--- src/logic/matrix_cfg.svh ---
// ==============================
// Matrix core build constants
// Slot count, largest dimension
// and element width
// ==============================
`ifndef MATRIX_CFG_SVH
`define MATRIX_CFG_SVH

// Number of matrix slots in the store
`define MAT_SLOTS 4

// Largest row or column count
`define MAT_MAX_DIM 4

// Element width in bits
`define MAT_ELEM_W 8

`endif

--- src/logic/matrix_pkg.sv ---
// ==============================
// Matrix core shared types
// Element, dim, index, slot and
// address vectors, ALU opcodes,
// agent FSM state encodings
// ==============================
`include "matrix_cfg.svh"

package matrix_pkg;

  // Widths derived from the build constants
  typedef logic [`MAT_ELEM_W-1:0]                   elem_t;
  typedef logic [$clog2(`MAT_MAX_DIM+1)-1:0]        dim_t;
  typedef logic [$clog2(`MAT_MAX_DIM)-1:0]          idx_t;
  typedef logic [$clog2(`MAT_SLOTS)-1:0]            slot_t;
  // Word address is {slot, row, col}
  typedef logic [$bits(slot_t)+2*$bits(idx_t)-1:0]  addr_t;

  typedef enum logic [1:0] {
    op_add,
    op_scale,
    op_transpose
  } alu_op_t;

  // ALU sequencer
  typedef enum logic [2:0] {
    alu_idle,
    alu_probe_a,
    alu_probe_b,
    alu_read_a,
    alu_read_b,
    alu_write
  } alu_state_t;

  // Byte-stream loader
  typedef enum logic [1:0] {
    ld_rows,
    ld_cols,
    ld_elems,
    ld_wait
  } load_state_t;

endpackage

--- src/logic/matrix_store.sv ---
// ==============================
// Matrix store
// Scalar element RAM, dim table
// per slot, slot valid bits and
// round-robin slot allocator
// ==============================
`timescale 1ns/100ps
`include "matrix_cfg.svh"

module matrix_store (
  input  logic               clk,
  input  logic               arst_n,
  // Write port
  input  logic               wr_en,
  input  logic               wr_new,
  input  matrix_pkg::dim_t   wr_rows,
  input  matrix_pkg::dim_t   wr_cols,
  input  matrix_pkg::idx_t   wr_row,
  input  matrix_pkg::idx_t   wr_col,
  input  matrix_pkg::elem_t  wr_data,
  // Read port, registered
  input  logic               rd_en,
  input  matrix_pkg::slot_t  rd_slot,
  input  matrix_pkg::idx_t   rd_row,
  input  matrix_pkg::idx_t   rd_col,
  output matrix_pkg::elem_t  rd_data,
  output matrix_pkg::dim_t   rd_rows,
  output matrix_pkg::dim_t   rd_cols,
  output logic               rd_empty,
  // Slot written by the latest new matrix
  output matrix_pkg::slot_t  last_id
);
  import matrix_pkg::*;

  elem_t                 mem      [0:`MAT_SLOTS*`MAT_MAX_DIM*`MAT_MAX_DIM-1];
  dim_t                  dim_rows [0:`MAT_SLOTS-1];
  dim_t                  dim_cols [0:`MAT_SLOTS-1];
  logic [`MAT_SLOTS-1:0] slot_vld;
  slot_t                 next_slot;
  slot_t                 wr_slot;
  addr_t                 wr_addr;
  addr_t                 rd_addr;

  // New matrix takes the allocator slot, others extend the last one
  assign wr_slot = wr_new ? next_slot : last_id;
  assign wr_addr = {wr_slot, wr_row, wr_col};
  assign rd_addr = {rd_slot, rd_row, rd_col};

  // ==============================
  // Slot allocation
  // ==============================
  always_ff @(posedge clk or negedge arst_n) begin
    if (!arst_n) begin
      slot_vld  <= '0;
      next_slot <= '0;
      last_id   <= '0;
    end else if (wr_en && wr_new) begin
      slot_vld[next_slot] <= 1'b1;
      last_id             <= next_slot;
      // Oldest slot gets reused after the last one
      if (next_slot == slot_t'(`MAT_SLOTS - 1))
        next_slot <= '0;
      else
        next_slot <= next_slot + 1'b1;
    end
  end

  // ==============================
  // Element RAM and dim table
  // ==============================
  always_ff @(posedge clk) begin
    if (wr_en) begin
      mem[wr_addr] <= wr_data;
      if (wr_new) begin
        dim_rows[wr_slot] <= wr_rows;
        dim_cols[wr_slot] <= wr_cols;
      end
    end
  end

  // Read data and dims, one cycle after rd_en
  always_ff @(posedge clk) begin
    if (rd_en) begin
      rd_data <= mem[rd_addr];
      rd_rows <= dim_rows[rd_slot];
      rd_cols <= dim_cols[rd_slot];
    end
  end

  // Empty flag follows the valid bit of the slot read
  always_ff @(posedge clk or negedge arst_n) begin
    if (!arst_n)
      rd_empty <= 1'b0;
    else if (rd_en)
      rd_empty <= !slot_vld[rd_slot];
  end

endmodule

--- src/logic/store_arbiter.sv ---
// ==============================
// Store arbiter
// Fixed-priority write select,
// loader over ALU; read select,
// ALU over dump, rd_valid steering
// ==============================
`timescale 1ns/100ps
`include "matrix_cfg.svh"

module store_arbiter (
  input  logic               clk,
  input  logic               arst_n,
  // Loader writer
  input  logic               ld_wr_req,
  input  logic               ld_wr_new,
  input  matrix_pkg::dim_t   ld_wr_rows,
  input  matrix_pkg::dim_t   ld_wr_cols,
  input  matrix_pkg::idx_t   ld_wr_row,
  input  matrix_pkg::idx_t   ld_wr_col,
  input  matrix_pkg::elem_t  ld_wr_data,
  output logic               ld_wr_gnt,
  // ALU writer and reader
  input  logic               alu_wr_req,
  input  logic               alu_wr_new,
  input  matrix_pkg::dim_t   alu_wr_rows,
  input  matrix_pkg::dim_t   alu_wr_cols,
  input  matrix_pkg::idx_t   alu_wr_row,
  input  matrix_pkg::idx_t   alu_wr_col,
  input  matrix_pkg::elem_t  alu_wr_data,
  output logic               alu_wr_gnt,
  input  logic               alu_rd_req,
  input  matrix_pkg::slot_t  alu_rd_slot,
  input  matrix_pkg::idx_t   alu_rd_row,
  input  matrix_pkg::idx_t   alu_rd_col,
  output logic               alu_rd_valid,
  // Dump reader, dump_rd_req is a one-cycle strobe
  input  logic               dump_rd_req,
  input  matrix_pkg::slot_t  dump_slot,
  input  matrix_pkg::idx_t   dump_row,
  input  matrix_pkg::idx_t   dump_col,
  output logic               dump_rd_valid,
  // Store ports
  output logic               wr_en,
  output logic               wr_new,
  output matrix_pkg::dim_t   wr_rows,
  output matrix_pkg::dim_t   wr_cols,
  output matrix_pkg::idx_t   wr_row,
  output matrix_pkg::idx_t   wr_col,
  output matrix_pkg::elem_t  wr_data,
  output logic               rd_en,
  output matrix_pkg::slot_t  rd_slot,
  output matrix_pkg::idx_t   rd_row,
  output matrix_pkg::idx_t   rd_col
);
  import matrix_pkg::*;

  logic  dump_pend;
  logic  dump_gnt;
  slot_t dump_slot_q;
  idx_t  dump_row_q;
  idx_t  dump_col_q;

  // ==============================
  // Write side
  // ==============================
  assign ld_wr_gnt  = ld_wr_req;
  assign alu_wr_gnt = alu_wr_req && !ld_wr_req;
  assign wr_en      = ld_wr_req || alu_wr_req;
  assign wr_new     = ld_wr_req ? ld_wr_new  : alu_wr_new;
  assign wr_rows    = ld_wr_req ? ld_wr_rows : alu_wr_rows;
  assign wr_cols    = ld_wr_req ? ld_wr_cols : alu_wr_cols;
  assign wr_row     = ld_wr_req ? ld_wr_row  : alu_wr_row;
  assign wr_col     = ld_wr_req ? ld_wr_col  : alu_wr_col;
  assign wr_data    = ld_wr_req ? ld_wr_data : alu_wr_data;

  // ==============================
  // Read side
  // ==============================
  // Dump waits in pending while the ALU reads
  assign dump_gnt = dump_pend && !alu_rd_req;
  assign rd_en    = alu_rd_req || dump_pend;
  assign rd_slot  = alu_rd_req ? alu_rd_slot : dump_slot_q;
  assign rd_row   = alu_rd_req ? alu_rd_row  : dump_row_q;
  assign rd_col   = alu_rd_req ? alu_rd_col  : dump_col_q;

  always_ff @(posedge clk or negedge arst_n) begin
    if (!arst_n) begin
      dump_pend     <= 1'b0;
      alu_rd_valid  <= 1'b0;
      dump_rd_valid <= 1'b0;
    end else begin
      // Data returns one cycle after the grant
      alu_rd_valid  <= alu_rd_req;
      dump_rd_valid <= dump_gnt;
      if (dump_rd_req)
        dump_pend <= 1'b1;
      else if (dump_gnt)
        dump_pend <= 1'b0;
    end
  end

  // Dump address held while pending
  always_ff @(posedge clk) begin
    if (dump_rd_req) begin
      dump_slot_q <= dump_slot;
      dump_row_q  <= dump_row;
      dump_col_q  <= dump_col;
    end
  end

endmodule

--- src/logic/matrix_loader.sv ---
// ==============================
// Matrix loader
// Byte-strobe parser: rows, cols,
// then elements in row-major order
// ==============================
`timescale 1ns/100ps
`include "matrix_cfg.svh"

module matrix_loader (
  input  logic               clk,
  input  logic               arst_n,
  input  matrix_pkg::elem_t  rx_byte,
  input  logic               rx_valid,
  input  logic               wr_gnt,
  output logic               wr_req,
  output logic               wr_new,
  output matrix_pkg::dim_t   wr_rows,
  output matrix_pkg::dim_t   wr_cols,
  output matrix_pkg::idx_t   wr_row,
  output matrix_pkg::idx_t   wr_col,
  output matrix_pkg::elem_t  wr_data,
  output logic               load_done,
  output logic               load_err
);
  import matrix_pkg::*;

  load_state_t state;
  logic        last_elem;

  // Dimension byte must lie in 1 to MAT_MAX_DIM
  function automatic logic dim_ok(input elem_t b);
    return (b != '0) && (b <= elem_t'(`MAT_MAX_DIM));
  endfunction

  assign last_elem = (wr_row == idx_t'(wr_rows - 1'b1)) &&
                     (wr_col == idx_t'(wr_cols - 1'b1));

  // ==============================
  // Control FSM
  // ==============================
  always_ff @(posedge clk or negedge arst_n) begin
    if (!arst_n) begin
      state     <= ld_rows;
      wr_req    <= 1'b0;
      wr_new    <= 1'b0;
      wr_row    <= '0;
      wr_col    <= '0;
      load_done <= 1'b0;
      load_err  <= 1'b0;
    end else begin
      load_done <= 1'b0;
      load_err  <= 1'b0;
      case (state)
        ld_rows: if (rx_valid) begin
          if (dim_ok(rx_byte))
            state <= ld_cols;
          else
            load_err <= 1'b1;
        end
        ld_cols: if (rx_valid) begin
          if (dim_ok(rx_byte)) begin
            wr_row <= '0;
            wr_col <= '0;
            // First element allocates the slot
            wr_new <= 1'b1;
            state  <= ld_elems;
          end else begin
            load_err <= 1'b1;
            state    <= ld_rows;
          end
        end
        ld_elems: if (rx_valid) begin
          wr_req <= 1'b1;
          state  <= ld_wait;
        end
        ld_wait: if (wr_gnt) begin
          wr_req <= 1'b0;
          wr_new <= 1'b0;
          if (last_elem) begin
            load_done <= 1'b1;
            state     <= ld_rows;
          end else begin
            // Row-major step
            if (wr_col == idx_t'(wr_cols - 1'b1)) begin
              wr_col <= '0;
              wr_row <= wr_row + 1'b1;
            end else begin
              wr_col <= wr_col + 1'b1;
            end
            state <= ld_elems;
          end
        end
        default: state <= ld_rows;
      endcase
    end
  end

  // Dims and element byte captured from the stream
  always_ff @(posedge clk) begin
    if (rx_valid) begin
      case (state)
        ld_rows:  wr_rows <= dim_t'(rx_byte);
        ld_cols:  wr_cols <= dim_t'(rx_byte);
        ld_elems: wr_data <= rx_byte;
        default: ;
      endcase
    end
  end

endmodule

--- src/logic/matrix_alu.sv ---
// ==============================
// Matrix ALU
// Sequential add, scalar multiply
// and transpose over the store,
// with operand checks
// ==============================
`timescale 1ns/100ps
`include "matrix_cfg.svh"

module matrix_alu (
  input  logic                 clk,
  input  logic                 arst_n,
  input  logic                 start,
  input  matrix_pkg::alu_op_t  op,
  input  matrix_pkg::slot_t    id_a,
  input  matrix_pkg::slot_t    id_b,
  input  matrix_pkg::elem_t    scalar,
  // Read return
  input  matrix_pkg::elem_t    rd_data,
  input  matrix_pkg::dim_t     rd_rows,
  input  matrix_pkg::dim_t     rd_cols,
  input  logic                 rd_empty,
  input  logic                 rd_valid,
  input  logic                 wr_gnt,
  // Read request, granted in its own cycle
  output logic                 rd_req,
  output matrix_pkg::slot_t    rd_slot,
  output matrix_pkg::idx_t     rd_row,
  output matrix_pkg::idx_t     rd_col,
  // Result write
  output logic                 wr_req,
  output logic                 wr_new,
  output matrix_pkg::dim_t     wr_rows,
  output matrix_pkg::dim_t     wr_cols,
  output matrix_pkg::idx_t     wr_row,
  output matrix_pkg::idx_t     wr_col,
  output matrix_pkg::elem_t    wr_data,
  output logic                 busy,
  output logic                 done,
  output logic                 err
);
  import matrix_pkg::*;

  alu_state_t state;
  alu_op_t    op_q;
  slot_t      id_a_q;
  slot_t      id_b_q;
  elem_t      scalar_q;
  elem_t      a_val;
  idx_t       row_q;
  idx_t       col_q;
  logic       last_elem;

  // B is read only in its own states; transpose reads A at (col, row)
  assign rd_slot = (state == alu_probe_b || state == alu_read_b) ? id_b_q : id_a_q;
  assign rd_row  = (op_q == op_transpose) ? col_q : row_q;
  assign rd_col  = (op_q == op_transpose) ? row_q : col_q;
  assign wr_row  = row_q;
  assign wr_col  = col_q;

  // Result dims sit in wr_rows and wr_cols
  assign last_elem = (row_q == idx_t'(wr_rows - 1'b1)) &&
                     (col_q == idx_t'(wr_cols - 1'b1));

  // ==============================
  // Sequencer
  // ==============================
  always_ff @(posedge clk or negedge arst_n) begin
    if (!arst_n) begin
      state  <= alu_idle;
      rd_req <= 1'b0;
      wr_req <= 1'b0;
      wr_new <= 1'b0;
      row_q  <= '0;
      col_q  <= '0;
      busy   <= 1'b0;
      done   <= 1'b0;
      err    <= 1'b0;
    end else begin
      rd_req <= 1'b0;
      done   <= 1'b0;
      err    <= 1'b0;
      case (state)
        alu_idle: if (start) begin
          busy   <= 1'b1;
          row_q  <= '0;
          col_q  <= '0;
          wr_new <= 1'b1;
          rd_req <= 1'b1;
          state  <= alu_probe_a;
        end
        // Probe of A at (0,0) returns its dims
        alu_probe_a: if (rd_valid) begin
          if (rd_empty) begin
            busy  <= 1'b0;
            done  <= 1'b1;
            err   <= 1'b1;
            state <= alu_idle;
          end else begin
            rd_req <= 1'b1;
            state  <= (op_q == op_add) ? alu_probe_b : alu_read_a;
          end
        end
        // Add needs B filled and with the dims of A
        alu_probe_b: if (rd_valid) begin
          if (rd_empty || rd_rows != wr_rows || rd_cols != wr_cols) begin
            busy  <= 1'b0;
            done  <= 1'b1;
            err   <= 1'b1;
            state <= alu_idle;
          end else begin
            rd_req <= 1'b1;
            state  <= alu_read_a;
          end
        end
        alu_read_a: if (rd_valid) begin
          if (op_q == op_add) begin
            rd_req <= 1'b1;
            state  <= alu_read_b;
          end else begin
            wr_req <= 1'b1;
            state  <= alu_write;
          end
        end
        alu_read_b: if (rd_valid) begin
          wr_req <= 1'b1;
          state  <= alu_write;
        end
        alu_write: if (wr_gnt) begin
          wr_req <= 1'b0;
          wr_new <= 1'b0;
          if (last_elem) begin
            busy  <= 1'b0;
            done  <= 1'b1;
            state <= alu_idle;
          end else begin
            if (col_q == idx_t'(wr_cols - 1'b1)) begin
              col_q <= '0;
              row_q <= row_q + 1'b1;
            end else begin
              col_q <= col_q + 1'b1;
            end
            rd_req <= 1'b1;
            state  <= alu_read_a;
          end
        end
        default: state <= alu_idle;
      endcase
    end
  end

  // ==============================
  // Operands and datapath
  // ==============================
  always_ff @(posedge clk) begin
    if (state == alu_idle && start) begin
      op_q     <= op;
      id_a_q   <= id_a;
      id_b_q   <= id_b;
      scalar_q <= scalar;
    end
    if (rd_valid) begin
      case (state)
        // Transpose swaps the result dims
        alu_probe_a: begin
          wr_rows <= (op_q == op_transpose) ? rd_cols : rd_rows;
          wr_cols <= (op_q == op_transpose) ? rd_rows : rd_cols;
        end
        alu_read_a: begin
          a_val   <= rd_data;
          // Low 8 bits of the product
          wr_data <= (op_q == op_scale) ? elem_t'(rd_data * scalar_q) : rd_data;
        end
        // Sum wraps modulo 256
        alu_read_b: wr_data <= a_val + rd_data;
        default: ;
      endcase
    end
  end

endmodule

--- src/logic/matrix_calc_core.sv ---
// ==============================
// Matrix calculator core top
// Loader, ALU, store arbiter and
// matrix store wired together
// ==============================
`timescale 1ns/100ps
`include "matrix_cfg.svh"

module matrix_calc_core (
  input  logic                 clk,
  input  logic                 arst_n,
  // Byte stream into the loader
  input  matrix_pkg::elem_t    rx_byte,
  input  logic                 rx_valid,
  // ALU command
  input  logic                 alu_start,
  input  matrix_pkg::alu_op_t  alu_op,
  input  matrix_pkg::slot_t    id_a,
  input  matrix_pkg::slot_t    id_b,
  input  matrix_pkg::elem_t    scalar,
  // Dump port, dump_req is a one-cycle strobe
  input  logic                 dump_req,
  input  matrix_pkg::slot_t    dump_slot,
  input  matrix_pkg::idx_t     dump_row,
  input  matrix_pkg::idx_t     dump_col,
  output logic                 load_done,
  output logic                 load_err,
  output logic                 alu_busy,
  output logic                 alu_done,
  output logic                 alu_err,
  output matrix_pkg::slot_t    last_id,
  output logic                 dump_valid,
  output matrix_pkg::elem_t    dump_data,
  output matrix_pkg::dim_t     dump_rows,
  output matrix_pkg::dim_t     dump_cols
);

  // Loader write request
  logic                ld_wr_req, ld_wr_new, ld_wr_gnt;
  matrix_pkg::dim_t    ld_wr_rows, ld_wr_cols;
  matrix_pkg::idx_t    ld_wr_row, ld_wr_col;
  matrix_pkg::elem_t   ld_wr_data;

  // ALU write and read requests
  logic                alu_wr_req, alu_wr_new, alu_wr_gnt;
  matrix_pkg::dim_t    alu_wr_rows, alu_wr_cols;
  matrix_pkg::idx_t    alu_wr_row, alu_wr_col;
  matrix_pkg::elem_t   alu_wr_data;
  logic                alu_rd_req, alu_rd_valid;
  matrix_pkg::slot_t   alu_rd_slot;
  matrix_pkg::idx_t    alu_rd_row, alu_rd_col;

  // Granted store ports
  logic                st_wr_en, st_wr_new, st_rd_en, st_rd_empty;
  matrix_pkg::dim_t    st_wr_rows, st_wr_cols, st_rd_rows, st_rd_cols;
  matrix_pkg::idx_t    st_wr_row, st_wr_col, st_rd_row, st_rd_col;
  matrix_pkg::elem_t   st_wr_data, st_rd_data;
  matrix_pkg::slot_t   st_rd_slot;

  // Read return is shared by the ALU and the dump port
  assign dump_data = st_rd_data;
  assign dump_rows = st_rd_rows;
  assign dump_cols = st_rd_cols;

  matrix_loader u_loader (
    .clk(clk), .arst_n(arst_n),
    .rx_byte(rx_byte), .rx_valid(rx_valid), .wr_gnt(ld_wr_gnt),
    .wr_req(ld_wr_req), .wr_new(ld_wr_new),
    .wr_rows(ld_wr_rows), .wr_cols(ld_wr_cols),
    .wr_row(ld_wr_row), .wr_col(ld_wr_col), .wr_data(ld_wr_data),
    .load_done(load_done), .load_err(load_err)
  );

  matrix_alu u_alu (
    .clk(clk), .arst_n(arst_n),
    .start(alu_start), .op(alu_op), .id_a(id_a), .id_b(id_b), .scalar(scalar),
    .rd_data(st_rd_data), .rd_rows(st_rd_rows), .rd_cols(st_rd_cols),
    .rd_empty(st_rd_empty), .rd_valid(alu_rd_valid), .wr_gnt(alu_wr_gnt),
    .rd_req(alu_rd_req), .rd_slot(alu_rd_slot),
    .rd_row(alu_rd_row), .rd_col(alu_rd_col),
    .wr_req(alu_wr_req), .wr_new(alu_wr_new),
    .wr_rows(alu_wr_rows), .wr_cols(alu_wr_cols),
    .wr_row(alu_wr_row), .wr_col(alu_wr_col), .wr_data(alu_wr_data),
    .busy(alu_busy), .done(alu_done), .err(alu_err)
  );

  store_arbiter u_arbiter (
    .clk(clk), .arst_n(arst_n),
    .ld_wr_req(ld_wr_req), .ld_wr_new(ld_wr_new),
    .ld_wr_rows(ld_wr_rows), .ld_wr_cols(ld_wr_cols),
    .ld_wr_row(ld_wr_row), .ld_wr_col(ld_wr_col),
    .ld_wr_data(ld_wr_data), .ld_wr_gnt(ld_wr_gnt),
    .alu_wr_req(alu_wr_req), .alu_wr_new(alu_wr_new),
    .alu_wr_rows(alu_wr_rows), .alu_wr_cols(alu_wr_cols),
    .alu_wr_row(alu_wr_row), .alu_wr_col(alu_wr_col),
    .alu_wr_data(alu_wr_data), .alu_wr_gnt(alu_wr_gnt),
    .alu_rd_req(alu_rd_req), .alu_rd_slot(alu_rd_slot),
    .alu_rd_row(alu_rd_row), .alu_rd_col(alu_rd_col), .alu_rd_valid(alu_rd_valid),
    .dump_rd_req(dump_req), .dump_slot(dump_slot),
    .dump_row(dump_row), .dump_col(dump_col), .dump_rd_valid(dump_valid),
    .wr_en(st_wr_en), .wr_new(st_wr_new),
    .wr_rows(st_wr_rows), .wr_cols(st_wr_cols),
    .wr_row(st_wr_row), .wr_col(st_wr_col), .wr_data(st_wr_data),
    .rd_en(st_rd_en), .rd_slot(st_rd_slot),
    .rd_row(st_rd_row), .rd_col(st_rd_col)
  );

  matrix_store u_store (
    .clk(clk), .arst_n(arst_n),
    .wr_en(st_wr_en), .wr_new(st_wr_new),
    .wr_rows(st_wr_rows), .wr_cols(st_wr_cols),
    .wr_row(st_wr_row), .wr_col(st_wr_col), .wr_data(st_wr_data),
    .rd_en(st_rd_en), .rd_slot(st_rd_slot),
    .rd_row(st_rd_row), .rd_col(st_rd_col),
    .rd_data(st_rd_data), .rd_rows(st_rd_rows), .rd_cols(st_rd_cols),
    .rd_empty(st_rd_empty), .last_id(last_id)
  );

endmodule

--- config.mk ---
export PLATFORM = sky130hd
export DESIGN_NAME = matrix_calc_core
export DESIGN_NICKNAME = d
export VERILOG_FILES = /design/src/logic/matrix_pkg.sv /design/src/logic/matrix_store.sv /design/src/logic/store_arbiter.sv /design/src/logic/matrix_loader.sv /design/src/logic/matrix_alu.sv /design/src/logic/matrix_calc_core.sv
export VERILOG_INCLUDE_DIRS = /design/src /design/src/logic
export SDC_FILE = /design/constraint.sdc
export NUM_CORES = 1
export LEC_CHECK = 0
export BUFFER_PORTS_ARGS = -buffer_cell sky130_fd_sc_hd__buf_2
export CORE_MARGIN = 3
export CORE_UTILIZATION = 50
export CTS_CLUSTER_SIZE = 10
export DETAILED_ROUTE_END_ITERATION = 10
export GPL_ROUTABILITY_DRIVEN = 0
export PLACE_DENSITY = 0.75
export SLEW_MARGIN = 20
export SYNTH_ARGS = -nofsm -noshare
export SYNTH_HDL_FRONTEND = slang
export SYNTH_SLANG_ARGS = --single-unit
--- constraint.sdc ---
create_clock -name clk -period 5.38 [get_ports clk]
set_input_delay 0.807 -clock clk [delete_from_list [all_inputs] [get_ports clk]]
set_output_delay 0.807 -clock clk [all_outputs]
set_load 0.01 [all_outputs]
==> results of run 1 <==
==> cells in the mapped netlist, types with 12 or more instances <==
master    number  area share, %
a211oi_1      12           0.33
a21oi_1       33           0.61
a22oi_1       17           0.47
a32o_1        15           0.55
a32oi_1       24           0.78
and2_1        26           0.60
buf_2         48           0.89
clkbuf_1      33           0.46
dfrtp_1       35            3.2
edfxtp_1     606             67
fa_1          13           0.96
ha_1          27            1.2
inv_1         44           0.61
mux2_2        25            1.0
mux2i_1       89            3.3
nand2_1      466            6.5
nand2b_1      17           0.39
nand3_1      160            3.0
nand4_1       50            1.2
nor2_1       110            1.5
o21ai_0       38           0.70
xnor2_1       24           0.78
xor2_1        12           0.39
==> cell type report <==
class                      count  share of cell area, %
clock buffer                  88                  6.438
clock inverter                11                 0.5202
sequential                   641                  63.44
timing repair buffer          78                  1.648
multi-input combinational   1254                  24.54
inverter                      44                 0.5494
tap                          688                  2.863
==> kinds of logic (layout without fill, tap and decap cells) <==
| kind of cell | after synthesis | after routing | synth area share [%] |
|---|---|---|---|
| XOR/XNOR | 36 | 36 | 1.165 |
| multiplexers | 114 | 114 | 4.331 |
| AO/OA/AOI/OAI | 187 | 187 | 4.978 |
| buffers and inverters | 144 | 221 | 2.431 |
| flip-flops | 641 | 641 | 70.46 |
| adder cells (fa/ha/maj) | 40 | 40 | 2.209 |
| AND/OR/NAND/NOR | 877 | 877 | 14.43 |
==> metrics by stage <==
stage	instance area [µm²]	utilization [%]	total power (W)
2_1_floorplan	27070	-	0.009218
3_3_place_gp	27960	52.67	0.01039
3_5_place_dp	27960	52.67	0.01050
4_1_cts	30050	56.61	0.01497
5_1_grt	30060	56.64	0.01562
6_report	30060	56.64	0.01494
==> state kept, by name, summed over array words and instances, names as in the netlist, 3 cells and up <==
signal	flops
u_store.mem	512
u_store.dim_cols	12
u_store.dim_rows	12
u_alu.a_val	8
u_alu.scalar_q	8
u_alu.wr_data	8
u_loader.wr_data	8
u_store.rd_data	8
u_store.slot_vld	4
u_alu.state	3
u_alu.wr_cols	3
u_alu.wr_rows	3
u_loader.wr_cols	3
u_loader.wr_rows	3
u_store.rd_cols	3
u_store.rd_rows	3
==> metal layers <==
layer  GRT usage [%]  vias to the layer above  wire length (µm)
met5               0                        -                 0
met4           8.576                        0              2396
met3           4.372                      156              5999
met2           36.30                      933             30300
met1           31.17                     8312             25680
li1                -                     7559                 -
==> worst paths after layout <==
check                                             endpoint  cells after the start
setup / recovery              u_store.rd_data[4]$_DFFE_PP_                      7
hold / removal                  u_alu.state[1]$_DFFE_PN0P_                      1
setup reg to reg              u_store.rd_data[4]$_DFFE_PP_                      7
hold reg to reg            u_store.slot_vld[0]$_DFFE_PN0P_                      1
max in group asynchronous   u_store.last_id[1]$_DFFE_PN0P_                      1
min in group clk               u_alu.scalar_q[5]$_DFFE_PP_                      1
==> power breakdown <==
part,switching [W],internal (W)
clock,0.00189,0.00259
combinational,0.00269,0.00149
sequential,0.000338,0.00595
==> placed cells by master, fill, tap and decap left out, types with 15 or more instances in the layout <==
master     synthesis  layout
dfrtp_1           35      35
nor2_1           110     110
a32oi_1           24      24
xnor2_1           24      24
nand2b_1          17      17
nand2_1          466     466
edfxtp_1         606     606
clkbuf_16          0      75
and2_1            26      25
a32o_1            15      15
a21oi_1           33      33
buf_4              5      20
o21ai_0           38      38
nand4_1           50      50
nand3_1          160     160
inv_1             44      44
buf_2             48      54
a22oi_1           17      17
mux2_2            25      25
mux2i_1           89      89
ha_1              27      27
==> flow_summary.toml, run 1 <==
[drt]
vias = 16960
drtPass1Iterations = 6
ant_nets = 0
vias_per_cell = 6.049
drt_iter0_drc = 2139
wl_um = 64380
wire_per_inst_um = 22.96
drc_errors = 0

[clock_network]
cts_tree = "built"
clockBufferDepth = 3
cts_resized = 0
cts_root_buffer = "clkbuf_16"
clock_sinks = 641
clk_latency_ps = 610
path_clk_slew_ps = 50
cts_inserted_buffers = 75
cts-hold-fix-buffers = 0
cts_setup_buffers = 0
htree_levels = 3

[sta]
setup_ws_ps = 1412
setup_viol = 0
hold_viol = 0
relSlewSlack_pct = 23.42
tns_ps = 0
finalCritPeriodShare_pct = 73.76
finalMaxSlewViolations = 0
timing.fmax_mhz = 252.0
rsz0062_at_grt = "false"
tightest_slew_ps = 1149
holdWs_ps = 290.9
finalCriticalPeriod_ps = 3968
skew_ps = 18.36

[global_routing]
grt_pass1_vias = 16690
grt_max_degree = 124
grt_pass1_wl_um = 98100
antenna_found_initial = 0
overflow = 0
grt_util_all_layers_pct = 22.69

[placed_design]
pre_cts_ws_ps = 1424
io_buffers = 54
hpwlAfterDp_um = 38980
dp.cells = 2704

[floorplan]
dieHeight_um = 238.7
coreArea_um2 = 53080
rows = 84
die_area_um2 = 56970
die_width_um = 238.7
initial_core_util_pct = 51.00
pin_count = 55

[layout]
num-fill-cells = 4081
layout-drive-gt1-share_pct = 9.924
multi_input_area_um2 = 7377
area_growth_pct = 11.06
seq_area_um2 = 19070
fin_nets = 2167
antennaDiodeCount = 0
instances_no_fill = 2804

[yosys]
synth_area_per_cell_um2 = 13.28
synth_fp_nets = 2112
ys_async_sr_fraction_pct = 5.460
yosys_warnings = 0
netlist_instances = 2039
ys_seq_elements = 641
synth_edf_count = 606
synthesis.area_um2 = 27070
synth_ff_type = "edfxtp_1"
synth-seq-area-share_pct = 70.46
synth_cell_type_count = 65

[power_and_ir_drop]
leakage_nw = 10.46
ir_worst_vdd_v = 0.0003409
power_density_nw_per_um2 = 497.0

[flow_run]
cap_violations = 0

[critical_path]
arrival_ps = 4430
cp-end-kind = "register"
reg2reg_slack_ps = 1410
crit_path_cell_trace = "xnor2_1 > o21ai_0 > a31o_1 > nor2b_1 > nand4_1 > a21oi_1 > or4_1"
cp.required_ps = 5840
critical-path-top-delay-family = "compound AO/OA/AOI/OAI gates"
crit_path_start_kind = "register"
r2r_start = "u_alu.state[1]$_DFFE_PN0P_"
cp.buffers_inverters = 0
crit_start = "u_alu.state[1]$_DFFE_PN0P_"
cpPeakStageDelay_ps = 930
crit_fanout = 22
cp_slowest_cell = "a31o_1"
path_class = "reg2reg"

[hold_path]
hold_path.class = "in2async"

[run_status]
outcome = "finished, final reports clean"
(Power assumes the default switching activity.)
==> run 2, diff against run 1 <==
- PLACE_DENSITY: 0.75 -> 0.77
- clock period: 5.38 -> 3.52 ns (I/O delays scaled with it)
==> run 2 against run 1 <==
The run now ends with negative setup slack left. Sequential share of layout area is 1.4 points lower. Routed wire length grew 1.8%. Design area up 2.3%. Clock-buffer cell count rose by 5. Critical path type unchanged.
==> flow_summary.toml, run 2 (synthesized netlist as in run 1, its figures left out) <==
[run_status]
outcome = "finished, violations left"
violations = "negative setup slack"

[layout]
largest_reg_flops = 512
area_growth_pct = 13.62
layout-drive-gt1-share_pct = 13.73
top_register = "u_store.mem"
num-fill-cells = 3936
reg_top3 = "u_store.mem: 512 flops, u_store.dim_cols: 12 flops, u_store.dim_rows: 12 flops"
final_cell_mix = "edfxtp_1, nand2_1, nand3_1"
final_common_cell = "edfxtp_1"
instances_no_fill = 2882
fin_nets = 2246

[sta]
holdWs_ps = 18.33
tightest_slew_ps = 869.6
relSlewSlack_pct = 42.03
hold_viol = 0
rsz0062_at_grt = "true"
setup_viol = 3
skew_ps = 20.90
timing.fmax_mhz = 272.1
setup_ws_ps = -154.6
finalCritPeriodShare_pct = 104.4
finalMaxSlewViolations = 0
finalCriticalPeriod_ps = 3675

[critical_path]
r2r_start = "u_alu.scalar_q[2]$_DFFE_PP_"
reg2reg_slack_ps = -150
rr_endpoint = "u_alu.wr_data[6]$_DFFE_PP_"
cp.required_ps = 3880
crit_fanout = 5
crit_path_start_kind = "register"
arrival_ps = 4030
path_class = "reg2reg"
reg2reg_depth = 15
cp-end-kind = "register"

[global_routing]
grt.busiest_layer = "met2"
overflow = 0
grtUsageMet2_pct = 36.50
grt_util_all_layers_pct = 22.93
grt_pass1_wl_um = 99860
antenna_found_initial = 2
met1_usage_pct = 30.54
grt_pass1_vias = 17068
grt_max_degree = 81
grt_use_met3_pct = 5.088

[clock_network]
clock_sinks = 641
cts-hold-fix-buffers = 0
clk_latency_ps = 610
path_clk_slew_ps = 60
cts_tree = "built"
cts_inserted_buffers = 74
clockBufferDepth = 3
cts_root_buffer = "clkbuf_16"
htree_levels = 3

[drt]
vias_per_cell = 6.046
ant_nets = 0
wire_per_inst_um = 22.74
vias = 17425
drt_iter0_drc = 2230
drtPass1Iterations = 6
wl_um = 65540
drc_errors = 0

[floorplan]
initial_core_util_pct = 51.00
dieHeight_um = 238.7
die_area_um2 = 56970
pin_count = 55
coreArea_um2 = 53080
die_width_um = 238.7
rows = 84

[placed_design]
io_buffers = 54
dp.cells = 2782
hpwlAfterDp_um = 40620

[power_and_ir_drop]
power_density_nw_per_um2 = 763.2
leakage_nw = 10.86
ir_worst_vdd_v = 0.0006749

[flow_run]
cap_violations = 0

[hold_path]
hold_path.class = "in2async"
run 2: routing by layer:
layer	share of wire (%)	up-vias
li1	-	7706
met1	39	8522
met2	47	1026
met3	11	171
met4	4.0	0
met5	0	-
run 2: per-stage QoR:
step | utilization, % | power (W) | worst slack (ps) | cell area [µm²] | TNS [ps]
finish | 57.95 | 0.02347 | -154.6 | 30760 | -290.6
global route | 57.95 | 0.02457 | -262.2 | 30760 | -569.4
CTS | 57.78 | 0.02324 | -120.5 | 30670 | -174.2
detailed placement | 53.98 | 0.01658 | -128.0 | 28650 | -193.7
global placement | 53.98 | 0.01638 | -111.3 | 28650 | -163.3
floorplan | - | 0.01420 | -105.5 | 27090 | -105.5
run 2: worst max-delay path by stage:
stage / startpoint / to / slack (ps) / depth (start not counted)
floorplan: u_store.rd_data[3]$_DFFE_PP_ / u_alu.wr_data[7]$_DFFE_PP_ / -110 / 14
global placement: u_alu.scalar_q[2]$_DFFE_PP_ / u_alu.wr_data[7]$_DFFE_PP_ / -110 / 14
detailed placement: u_alu.scalar_q[2]$_DFFE_PP_ / u_alu.wr_data[7]$_DFFE_PP_ / -130 / 14
CTS: u_alu.scalar_q[2]$_DFFE_PP_ / u_alu.wr_data[7]$_DFFE_PP_ / -120 / 14
global route: u_store.rd_data[2]$_DFFE_PP_ / u_alu.wr_data[7]$_DFFE_PP_ / -260 / 14
finish: u_alu.scalar_q[2]$_DFFE_PP_ / u_alu.wr_data[6]$_DFFE_PP_ / -150 / 15
run 2: what timing repair did:
action,CTS,global route
setup endpoints to repair,2,3
setup buffers,0,3
endpoints found under the hold margin,0,0
pin swaps,5,14
gates resized for setup,4,16
run 2: power breakdown:
group          internal, W  leakage (nW)  switching (W)  total (W)
clock network      0.00390         0.978        0.00272    0.00661
logic              0.00280          3.98        0.00461    0.00741
registers          0.00909          5.90       0.000362    0.00946
total               0.0158          10.9        0.00768     0.0235
run 2: area by class of cell:
type	count	area [µm²]	area share, %
timing repair buffer	158	1200	3.901
inverter	44	165.2	0.5370
sequential	641	19070	62.01
multi-input combinational	1254	7448	24.22
antenna	1	2.502	0.008136
clock buffer	93	1987	6.460
clock inverter	3	21.27	0.06915
tap	688	860.8	2.799
run 2: critical path, cell delays in order (launching register included):
cell and delay [ps]:
edfxtp_1 470, buf_4 180, and2_4 130, ha_4 150, fa_1 460, ha_1 310
inv_2 40, fa_2 570, inv_2 60, ha_4 210, a21o_1 190, a21oi_2 150
xor2_1 160, nor2_1 70, a211oi_2 220, a21oi_1 60
